[config.mk]
export PLATFORM = sky130hd
export DESIGN_NAME = strobe_unit
export DESIGN_NICKNAME = d
export VERILOG_FILES = /design/src/verilog/strobe_cfg_pkg.sv /design/src/verilog/strobe_types_pkg.sv /design/src/verilog/period_meter.sv /design/src/verilog/sig_sync.sv /design/src/verilog/split_counter.sv /design/src/verilog/strobe_timer.sv /design/src/verilog/strobe_unit.sv /design/src/verilog/two_cycle_adder.sv
export SDC_FILE = /design/constraint.sdc
export NUM_CORES = 1
export LEC_CHECK = 0
export BUFFER_PORTS_ARGS = -buffer_cell sky130_fd_sc_hd__buf_2
export CELL_PAD_IN_SITES_DETAIL_PLACEMENT = 0
export CELL_PAD_IN_SITES_GLOBAL_PLACEMENT = 1
export CORE_ASPECT_RATIO = 1.75
export CORE_MARGIN = 1
export CORE_UTILIZATION = 52
export DETAILED_ROUTE_END_ITERATION = 16
export PLACE_DENSITY = 0.78
export SETUP_SLACK_MARGIN = 0.15
export SLEW_MARGIN = 40
export SYNTH_ARGS = -nofsm -noshare
export SYNTH_HDL_FRONTEND = slang
export SYNTH_HIERARCHICAL = 1
export SYNTH_SLANG_ARGS = --single-unit
[constraint.sdc]
create_clock -name clk_i -period 5.5 [get_ports clk_i]
set_input_delay 0.55 -clock clk_i [delete_from_list [all_inputs] [get_ports clk_i]]
set_output_delay 0.55 -clock clk_i [all_outputs]
set_load 0.02 [all_outputs]
[src/verilog/strobe_cfg_pkg.sv]
package strobe_cfg_pkg;

	// --------------------
	// widths
	// --------------------
	localparam int T_CNT_WIDTH = 32;	// timestamp width
	localparam int HALF_WIDTH  = T_CNT_WIDTH / 2;	// split counter / split compare
	localparam int SYNC_STAGES = 2;

	// --------------------
	// strobe timing
	// --------------------
	localparam int ZERO_HOLD_CYCLES = 1;	// low cycles per strobe
	localparam int PIPE_COMP        = 3;	// adder latch + two compare stages
	localparam int FIRST_OFFSET     = 6;	// first period shortened by this much

	// below this the compare pipeline cannot keep up
	localparam int MIN_PERIOD = 8;

endpackage

[src/verilog/strobe_types_pkg.sv]
package strobe_types_pkg;

	// counter value and period in cycles
	typedef logic [strobe_cfg_pkg::T_CNT_WIDTH-1:0] tstamp_t;
	typedef logic [strobe_cfg_pkg::T_CNT_WIDTH-1:0] period_t;
	typedef logic [strobe_cfg_pkg::HALF_WIDTH-1:0]  half_t;	// one counter half

	// --------------------
	// state machines
	// --------------------
	typedef enum logic [6:0] {
		FIND_EDGE_1  = 7'b0000001,
		FIND_EDGE_2  = 7'b0000010,
		WRITE_START  = 7'b0000100,
		FIND_EDGE_3  = 7'b0001000,
		WRITE_END    = 7'b0010000,
		CHECK_PERIOD = 7'b0100000,
		DONE         = 7'b1000000
	} meter_state_t;

	typedef enum logic [2:0] {
		IDLE,
		SCHEDULE,
		WAIT_ADD,
		ARM,
		WAIT_END
	} timer_state_t;

	// measurement result, period valid while done is high
	typedef struct packed {
		period_t period;
		logic    done;
	} period_meas_t;

endpackage

[src/verilog/period_meter.sv]
`timescale 1ns/10ps

module period_meter (
	input  logic                          clk_i,
	input  logic                          arstn_i,
	input  logic                          edge_i,
	input  strobe_types_pkg::tstamp_t     t_cnt_i,
	output strobe_types_pkg::period_meas_t meas_o,
	output logic                          err_o
);

	strobe_types_pkg::meter_state_t state_q;
	strobe_types_pkg::meter_state_t state_d;
	strobe_types_pkg::tstamp_t      t_start_q;
	strobe_types_pkg::tstamp_t      t_end_q;
	strobe_types_pkg::period_t      diff;
	logic                           too_short;

	assign diff      = t_end_q - t_start_q;
	assign too_short = diff < strobe_types_pkg::period_t'(strobe_cfg_pkg::MIN_PERIOD);

	// first edge only aligns, second and third are timestamped
	always_comb begin
		state_d = state_q;
		unique case (state_q)
			strobe_types_pkg::FIND_EDGE_1: begin
				if (edge_i)
					state_d = strobe_types_pkg::FIND_EDGE_2;
			end
			strobe_types_pkg::FIND_EDGE_2: begin
				if (edge_i)
					state_d = strobe_types_pkg::WRITE_START;
			end
			strobe_types_pkg::WRITE_START: state_d = strobe_types_pkg::FIND_EDGE_3;
			strobe_types_pkg::FIND_EDGE_3: begin
				if (edge_i)
					state_d = strobe_types_pkg::WRITE_END;
			end
			strobe_types_pkg::WRITE_END: state_d = strobe_types_pkg::CHECK_PERIOD;
			strobe_types_pkg::CHECK_PERIOD: begin
				if (too_short)
					state_d = strobe_types_pkg::FIND_EDGE_1;	// start over
				else
					state_d = strobe_types_pkg::DONE;
			end
			strobe_types_pkg::DONE: state_d = strobe_types_pkg::DONE;	// held until reset
			default: state_d = strobe_types_pkg::FIND_EDGE_1;
		endcase
	end

	// timestamps, both one cycle after their edge
	always_ff @(posedge clk_i) begin
		if (state_q == strobe_types_pkg::WRITE_START)
			t_start_q <= t_cnt_i;
		if (state_q == strobe_types_pkg::WRITE_END)
			t_end_q <= t_cnt_i;
	end

	always_ff @(posedge clk_i or negedge arstn_i) begin
		if (!arstn_i) begin
			state_q <= strobe_types_pkg::FIND_EDGE_1;
			meas_o  <= '0;
			err_o   <= 1'b0;
		end else begin
			state_q <= state_d;
			if (state_q == strobe_types_pkg::CHECK_PERIOD) begin
				if (too_short) begin
					err_o <= 1'b1;
				end else begin
					meas_o.period <= diff;
					meas_o.done   <= 1'b1;
					err_o         <= 1'b0;	// a good retry clears it
				end
			end
		end
	end

endmodule

[src/verilog/sig_sync.sv]
`timescale 1ns/10ps

module sig_sync (
	input  logic clk_i,
	input  logic arstn_i,
	input  logic sig_i,
	output logic edge_o
);

	logic [strobe_cfg_pkg::SYNC_STAGES-1:0] sync_q;	// sig_i enters at bit 0
	logic                                   prev_q;
	logic                                   sync_bit;

	assign sync_bit = sync_q[strobe_cfg_pkg::SYNC_STAGES-1];

	// synchronizer chain and registered edge detect
	always_ff @(posedge clk_i or negedge arstn_i) begin
		if (!arstn_i) begin
			sync_q <= '0;
			prev_q <= 1'b0;
			edge_o <= 1'b0;
		end else begin
			sync_q <= {sync_q[strobe_cfg_pkg::SYNC_STAGES-2:0], sig_i};
			prev_q <= sync_bit;
			edge_o <= sync_bit & ~prev_q;	// one cycle per rising edge
		end
	end

endmodule

[src/verilog/split_counter.sv]
`timescale 1ns/10ps

module split_counter (
	input  logic                     clk_i,
	input  logic                     arstn_i,
	output strobe_types_pkg::tstamp_t t_cnt_o
);

	strobe_types_pkg::half_t low_q;
	strobe_types_pkg::half_t low_dly_q;	// low half, aligned to high_q
	strobe_types_pkg::half_t high_q;
	strobe_types_pkg::half_t low_next;
	logic                    carry;
	logic                    carry_q;

	assign {carry, low_next} = {1'b0, low_q} + {{strobe_cfg_pkg::HALF_WIDTH{1'b0}}, 1'b1};

	// --------------------
	// low half
	// --------------------
	always_ff @(posedge clk_i or negedge arstn_i) begin
		if (!arstn_i) begin
			low_q     <= '0;
			low_dly_q <= '0;
			carry_q   <= 1'b0;
		end else begin
			low_q     <= low_next;
			low_dly_q <= low_q;
			carry_q   <= carry;	// wraps into high half next cycle
		end
	end

	// --------------------
	// high half and output
	// --------------------
	always_ff @(posedge clk_i or negedge arstn_i) begin
		if (!arstn_i) begin
			high_q  <= '0;
			t_cnt_o <= '0;
		end else begin
			high_q  <= high_q + strobe_types_pkg::half_t'(carry_q);
			t_cnt_o <= {high_q, low_dly_q};
		end
	end

endmodule

[src/verilog/strobe_timer.sv]
`timescale 1ns/10ps

module strobe_timer (
	input  logic                          clk_i,
	input  logic                          arstn_i,
	input  strobe_types_pkg::tstamp_t     t_cnt_i,
	input  strobe_types_pkg::period_meas_t meas_i,
	input  logic                          stb_req_i,
	output logic                          stb_o,
	output logic                          stb_valid_o
);

	strobe_types_pkg::timer_state_t state_q, state_d;
	strobe_types_pkg::period_t      end_off_q, hold_off_q, first_cut;
	strobe_types_pkg::tstamp_t      end_sum, hold_sum;
	strobe_types_pkg::tstamp_t      end_q, hold_q;	// scheduled counter values
	strobe_types_pkg::half_t        t_lo, t_hi, end_lo, end_hi, hold_lo, hold_hi;
	logic end_valid, hold_valid;
	logic end_lo_q, end_hi_q, hold_lo_q, hold_hi_q;
	logic is_end_q, is_hold_q;
	logic first_q, shorten, sched, armed;
	logic int_stb_q, stb_oe_q;	// oe high forces stb_o high
	logic req_q, req_rise;

	assign sched    = (state_q == strobe_types_pkg::SCHEDULE);
	assign armed    = (state_q == strobe_types_pkg::WAIT_END);
	assign req_rise = stb_req_i & ~req_q;

	// --------------------
	// offsets and adders
	// --------------------
	// short periods skip the first cut so the target stays ahead of the counter
	assign shorten = first_q & (meas_i.period >= strobe_types_pkg::period_t'(
		strobe_cfg_pkg::MIN_PERIOD + strobe_cfg_pkg::FIRST_OFFSET));
	assign first_cut = shorten ? strobe_types_pkg::period_t'(strobe_cfg_pkg::FIRST_OFFSET) : '0;

	always_ff @(posedge clk_i) begin
		end_off_q  <= meas_i.period - strobe_types_pkg::period_t'(strobe_cfg_pkg::PIPE_COMP)
			- first_cut;
		hold_off_q <= meas_i.period - strobe_types_pkg::period_t'(
			strobe_cfg_pkg::ZERO_HOLD_CYCLES + strobe_cfg_pkg::PIPE_COMP) - first_cut;
		if (end_valid)
			end_q <= end_sum;
		if (hold_valid)
			hold_q <= hold_sum;
	end

	two_cycle_adder adder_hold (
		.clk_i   (clk_i),
		.arstn_i (arstn_i),
		.a_i     (t_cnt_i),
		.b_i     (hold_off_q),
		.valid_i (sched),
		.res_o   (hold_sum),
		.valid_o (hold_valid)
	);

	two_cycle_adder adder_end (
		.clk_i   (clk_i),
		.arstn_i (arstn_i),
		.a_i     (t_cnt_i),
		.b_i     (end_off_q),
		.valid_i (sched),
		.res_o   (end_sum),
		.valid_o (end_valid)
	);

	// --------------------
	// split compare
	// --------------------
	assign {t_hi, t_lo}       = t_cnt_i;
	assign {end_hi, end_lo}   = end_q;
	assign {hold_hi, hold_lo} = hold_q;

	always_ff @(posedge clk_i) begin
		end_lo_q  <= (t_lo == end_lo);
		end_hi_q  <= (t_hi == end_hi);
		hold_lo_q <= (t_lo == hold_lo);
		hold_hi_q <= (t_hi == hold_hi);
	end

	always_comb begin
		state_d = state_q;
		unique case (state_q)
			strobe_types_pkg::IDLE: begin
				if (meas_i.done)
					state_d = strobe_types_pkg::SCHEDULE;
			end
			strobe_types_pkg::SCHEDULE: state_d = strobe_types_pkg::WAIT_ADD;
			strobe_types_pkg::WAIT_ADD: begin
				if (end_valid)
					state_d = strobe_types_pkg::ARM;
			end
			strobe_types_pkg::ARM: state_d = strobe_types_pkg::WAIT_END;
			strobe_types_pkg::WAIT_END: begin
				if (is_end_q)
					state_d = strobe_types_pkg::SCHEDULE;	// next grid point
			end
			default: state_d = strobe_types_pkg::IDLE;
		endcase
	end

	always_ff @(posedge clk_i or negedge arstn_i) begin
		if (!arstn_i) begin
			state_q   <= strobe_types_pkg::IDLE;
			first_q   <= 1'b1;
			is_end_q  <= 1'b0;
			is_hold_q <= 1'b0;
			int_stb_q <= 1'b1;
			stb_oe_q  <= 1'b0;	// first pulse goes out without a request
			req_q     <= 1'b0;
		end else begin
			state_q   <= state_d;
			req_q     <= stb_req_i;
			is_end_q  <= armed & end_lo_q & end_hi_q;
			is_hold_q <= armed & hold_lo_q & hold_hi_q;
			if (sched)
				first_q <= 1'b0;
			if (is_hold_q)
				int_stb_q <= 1'b0;
			else if (is_end_q)
				int_stb_q <= 1'b1;
			if (req_rise)
				stb_oe_q <= 1'b0;	// request wins over strobe end
			else if (is_end_q)
				stb_oe_q <= 1'b1;
		end
	end

	// oe is only ever set by a strobe end, which needs a finished measurement
	assign stb_o       = meas_i.done & (int_stb_q | stb_oe_q);
	assign stb_valid_o = stb_oe_q;

endmodule

[src/verilog/strobe_unit.sv]
`timescale 1ns/10ps

module strobe_unit (
	input  logic                      clk_i,
	input  logic                      arstn_i,
	input  logic                      sig_i,
	input  logic                      stb_req_i,
	output logic                      err_o,
	output logic                      rdy_o,
	output logic                      stb_o,
	output logic                      stb_valid_o,
	output strobe_types_pkg::period_t stb_period_o
);

	logic                           sig_edge;
	strobe_types_pkg::tstamp_t      t_cnt;
	strobe_types_pkg::period_meas_t meas;

	sig_sync u_sig_sync (
		.clk_i   (clk_i),
		.arstn_i (arstn_i),
		.sig_i   (sig_i),
		.edge_o  (sig_edge)
	);

	split_counter u_split_counter (
		.clk_i   (clk_i),
		.arstn_i (arstn_i),
		.t_cnt_o (t_cnt)
	);

	period_meter u_period_meter (
		.clk_i   (clk_i),
		.arstn_i (arstn_i),
		.edge_i  (sig_edge),
		.t_cnt_i (t_cnt),
		.meas_o  (meas),
		.err_o   (err_o)
	);

	strobe_timer u_strobe_timer (
		.clk_i       (clk_i),
		.arstn_i     (arstn_i),
		.t_cnt_i     (t_cnt),
		.meas_i      (meas),
		.stb_req_i   (stb_req_i),
		.stb_o       (stb_o),
		.stb_valid_o (stb_valid_o)
	);

	assign rdy_o        = meas.done;	// measured once per reset
	assign stb_period_o = meas.period;

endmodule

[src/verilog/two_cycle_adder.sv]
`timescale 1ns/10ps

module two_cycle_adder (
	input  logic                      clk_i,
	input  logic                      arstn_i,
	input  strobe_types_pkg::tstamp_t a_i,
	input  strobe_types_pkg::tstamp_t b_i,
	input  logic                      valid_i,
	output strobe_types_pkg::tstamp_t res_o,
	output logic                      valid_o
);

	strobe_types_pkg::half_t a_lo, a_hi, b_lo, b_hi;
	strobe_types_pkg::half_t lo_sum_q, lo_dly_q;
	strobe_types_pkg::half_t a_hi_q, b_hi_q, hi_sum_q;
	logic [strobe_cfg_pkg::HALF_WIDTH:0] lo_full;	// with carry out
	logic carry_q;
	logic valid_q;

	assign {a_hi, a_lo} = a_i;
	assign {b_hi, b_lo} = b_i;
	assign lo_full      = {1'b0, a_lo} + {1'b0, b_lo};

	always_ff @(posedge clk_i) begin
		// stage one
		lo_sum_q <= lo_full[strobe_cfg_pkg::HALF_WIDTH-1:0];
		carry_q  <= lo_full[strobe_cfg_pkg::HALF_WIDTH];
		a_hi_q   <= a_hi;
		b_hi_q   <= b_hi;
		// stage two
		hi_sum_q <= a_hi_q + b_hi_q + strobe_types_pkg::half_t'(carry_q);
		lo_dly_q <= lo_sum_q;
	end

	always_ff @(posedge clk_i or negedge arstn_i) begin
		if (!arstn_i) begin
			valid_q <= 1'b0;
			valid_o <= 1'b0;
		end else begin
			valid_q <= valid_i;
			valid_o <= valid_q;
		end
	end

	assign res_o = {hi_sum_q, lo_dly_q};

endmodule
==> flow_summary.yaml <==
yosys:
  syn_nets: 1835
  synth_cell_types: 92
  synth_area_sq_um: 20800
  synth_area_leaders: "dfxtp_1, edfxtp_1, dfrtp_1"
  synthTopCellsByCount: "dfxtp_1, xnor2_1, dfrtp_1, edfxtp_1, ha_1"
  synth.avg_cell_area_sq_um: 12.1
  synthDominantCellAreaShare: 0.221
  async_reset_ff_frac: 0.280
  synth_most_common_cell: "dfxtp_1"
  yosysTopAreaCell: "dfxtp_1"
  postSynthCellCount: 1723
  synthFlopType: "dfxtp_1"
  yosysWarnings: 6
  synth_edf_count: 128
  yosys_register_bits: 497
  ys_seq_area_frac: 0.573
critical_path:
  required_ps: 5940
  r2r_start: "u_period_meter/t_start_q[0]$_DFFE_PP_"
  reg2reg_slack_ps: 1210
  reg2regPathDepth: 12
  worst_ep_arrival_time_ps: 4730
  start_kind: "register"
  cp-endpoint: "u_period_meter/meas_o[3]$_DFFE_PN0P_"
  crit_start: "u_period_meter/t_start_q[0]$_DFFE_PP_"
  r2r-end: "u_period_meter/meas_o[3]$_DFFE_PN0P_"
  worstSetupPathType: "register to register"
  path_max_fanout: 32
  end_kind: "register"
cells_and_area:
  antenna-diode-count: 0
  syn_to_final_growth_pct: 10.6
  multi_input_area_sq_um: 8370
  nets: 1894
  nFillCells: 3297
  seqCellArea_sq_um: 11900
  drive_above_1_share: 0.107
sta:
  finalHoldViolations: 5
  worstMarginPinSlew_ps: 752
  fin_crit_ps: 4290
  max_slew_margin: 0.495
  slew_viol_final: 0
  finalClockSkew_ps: 21.1
  setup_viol: 0
  fmax_ghz: 0.233
  hold_ws_ps: -17.0
  rsz0062_at_grt: "no"
  period_share: 0.780
  setup_tns_ps: 0
clock_network:
  hold_buffers: 0
  cts.sinks: 497
  cts_setup_buffers: 0
  cts-root-buf: "clkbuf_16"
  cts_max_path_buffers: 3
  post_cts_resized: 0
  clkLatencyLatePin_ps: 560
  cts_tree: "yes"
  cts_buffers: 44
  clkTransAtPathRegs_ps: 70
  cts.htree.levels: 2
status:
  outcome: "complete, but fails checks"
  violations: "hold timing"
placed_design:
  port_buffers: 39
  gp_congestion: 0.907
  post-dp-hpwl_microns: 39000
route:
  drc: 0
  detail_route.wl_per_cell_microns: 22.5
  num_vias: 13300
  vias_per_cell: 5.76
  antenna_left: 0
  dr.pass1.iters: 5
  drtIter0Drc: 859
  totalWireLength_microns: 51900
global_routing:
  grt_pass1_vias: 13500
  grt_start_max_net_pins: 80
  grtUsageTotal: 0.260
  grt_pass1_wl_microns: 79100
  globalRouteOverflowTotal: 0
  antenna_found_initial: 0
floorplan:
  die_w_microns: 153
  initial_utilization: 0.529
  pin_count: 40
  rows: 96
  dieArea_sq_um: 40900
  design.core.area_sq_um: 39400
  die_h_microns: 267
run:
  maxCapViolCount: 0
power:
  cellPowerDensity_nw_per_um2: 400
  vdd_drop_max_mv: 0.304
  leakagePower_nw: 10.1
min_path:
  hold_path.class: "input port to async pin"
[layer usage]
layer / vias up / part of all wire / global-route usage
li1: 6306 / - / -
met2: 331 / 0.53 / 0.490
met1: 6532 / 0.37 / 0.278
met5: - / 0 / 0
met3: 120 / 0.041 / 0.0386
met4: 0 / 0.052 / 0.137
[final cells by class]
class | count | area share
Inverter | 83 | 0.0135
Tap cell | 490 | 0.0266
Sequential cell | 497 | 0.518
Multi-Input combinational cell | 1104 | 0.363
Clock buffer | 60 | 0.0554
Clock inverter | 21 | 0.0103
Timing Repair Buffer | 52 | 0.0133
[registers in the layout, indices dropped and copies added, names as in the netlist, 32 cells and up]
register / flops
u_period_meter/t_end_q: 32
u_period_meter/meas_o: 33
u_strobe_timer/end_q: 32
u_strobe_timer/hold_off_q: 32
u_split_counter/t_cnt_o: 32
u_strobe_timer/hold_q: 32
u_strobe_timer/end_off_q: 32
u_period_meter/t_start_q: 32
[worst min path at each step]
stage                                                              from                                       endpoint  slack, ps  depth (start not counted)
final                                                           arstn_i              u_strobe_timer/is_end_q$_DFF_PN0_        -20                          1
after global routing                                            arstn_i              u_strobe_timer/is_end_q$_DFF_PN0_         40                          1
after CTS                                                       arstn_i              u_strobe_timer/is_end_q$_DFF_PN0_         50                          1
after floorplan                                                 arstn_i               u_period_meter/err_o$_DFFE_PN0P_        250                          0
after detailed placement           u_strobe_timer/end_off_q[22]$_DFF_P_     u_strobe_timer/adder_end/b_hi_q[6]$_DFF_P_        310                          0
after global placement    u_strobe_timer/adder_hold/lo_sum_q[8]$_DFF_P_  u_strobe_timer/adder_hold/lo_dly_q[8]$_DFF_P_        310                          0
[cell usage in the layout, fill, tap and decap left out, types with 9 or more instances in the layout]
cell type / count
nor2_1: 79
and3_1: 14
buf_2: 38
edfxtp_1: 128
a211oi_1: 25
o21a_1: 14
nor2b_1: 11
xnor2_1: 164
xor2_1: 69
ha_1: 100
dfxtp_1: 230
a21o_1: 41
dfrtp_1: 136
nand2b_1: 15
nand3_1: 40
nor4_1: 28
clkbuf_16: 48
a31oi_1: 13
o21ai_0: 52
a21oi_1: 81
inv_1: 83
nand4_1: 45
o21bai_1: 9
a2111oi_0: 10
mux2_4: 18
nor3_1: 22
buf_4: 12
clkbuf_1: 9
and2_1: 9
o211ai_1: 12
nand2_1: 78
[per-stage QoR]
step                std cells  total power, mW  cell area [sq um]  setup slack (ps)   util
finish                   2307             9.21              23000              1210  0.585
global route             2307             9.63              23000               980  0.585
CTS                      2307             9.30              23000              1250  0.585
detailed placement       2226             6.11              21500              1290  0.546
global placement         2226             6.08              21500              1390  0.546
floorplan                1723             5.66              20800               615      -
[cells by family after synthesis]
kind of cell	count (synthesis)	synth area share
DFF	497	0.573
AOI/OAI and AO/OA	325	0.109
xor gates and xnor gates	233	0.0980
and+or+nand+nor	408	0.107
muxes	28	0.0179
buffers and inverters	122	0.0261
adders and majority gates	110	0.0684
[critical path, cell delays in order, from the launching register on]
cell and delay (ps):
edfxtp_1 370, ha_1 240, fa_1 410, nand2b_1 180
a211oi_1 480, o2111a_1 340, o211ai_1 120, a311oi_1 360
xor2_1 150, a2111oi_2 410, nand4_2 220, nand2_4 480
mux2_2 390
[where the power goes]
part | switching (mW) | leakage, nW | internal [mW]
Sequential | 0.144 | 5.03 | 4.17
Combinational | 0.921 | 4.37 | 0.790
Clock | 1.35 | 0.743 | 1.83
Total | 2.41 | 10.1 | 6.80
Power figures use the tool's default switching activity.
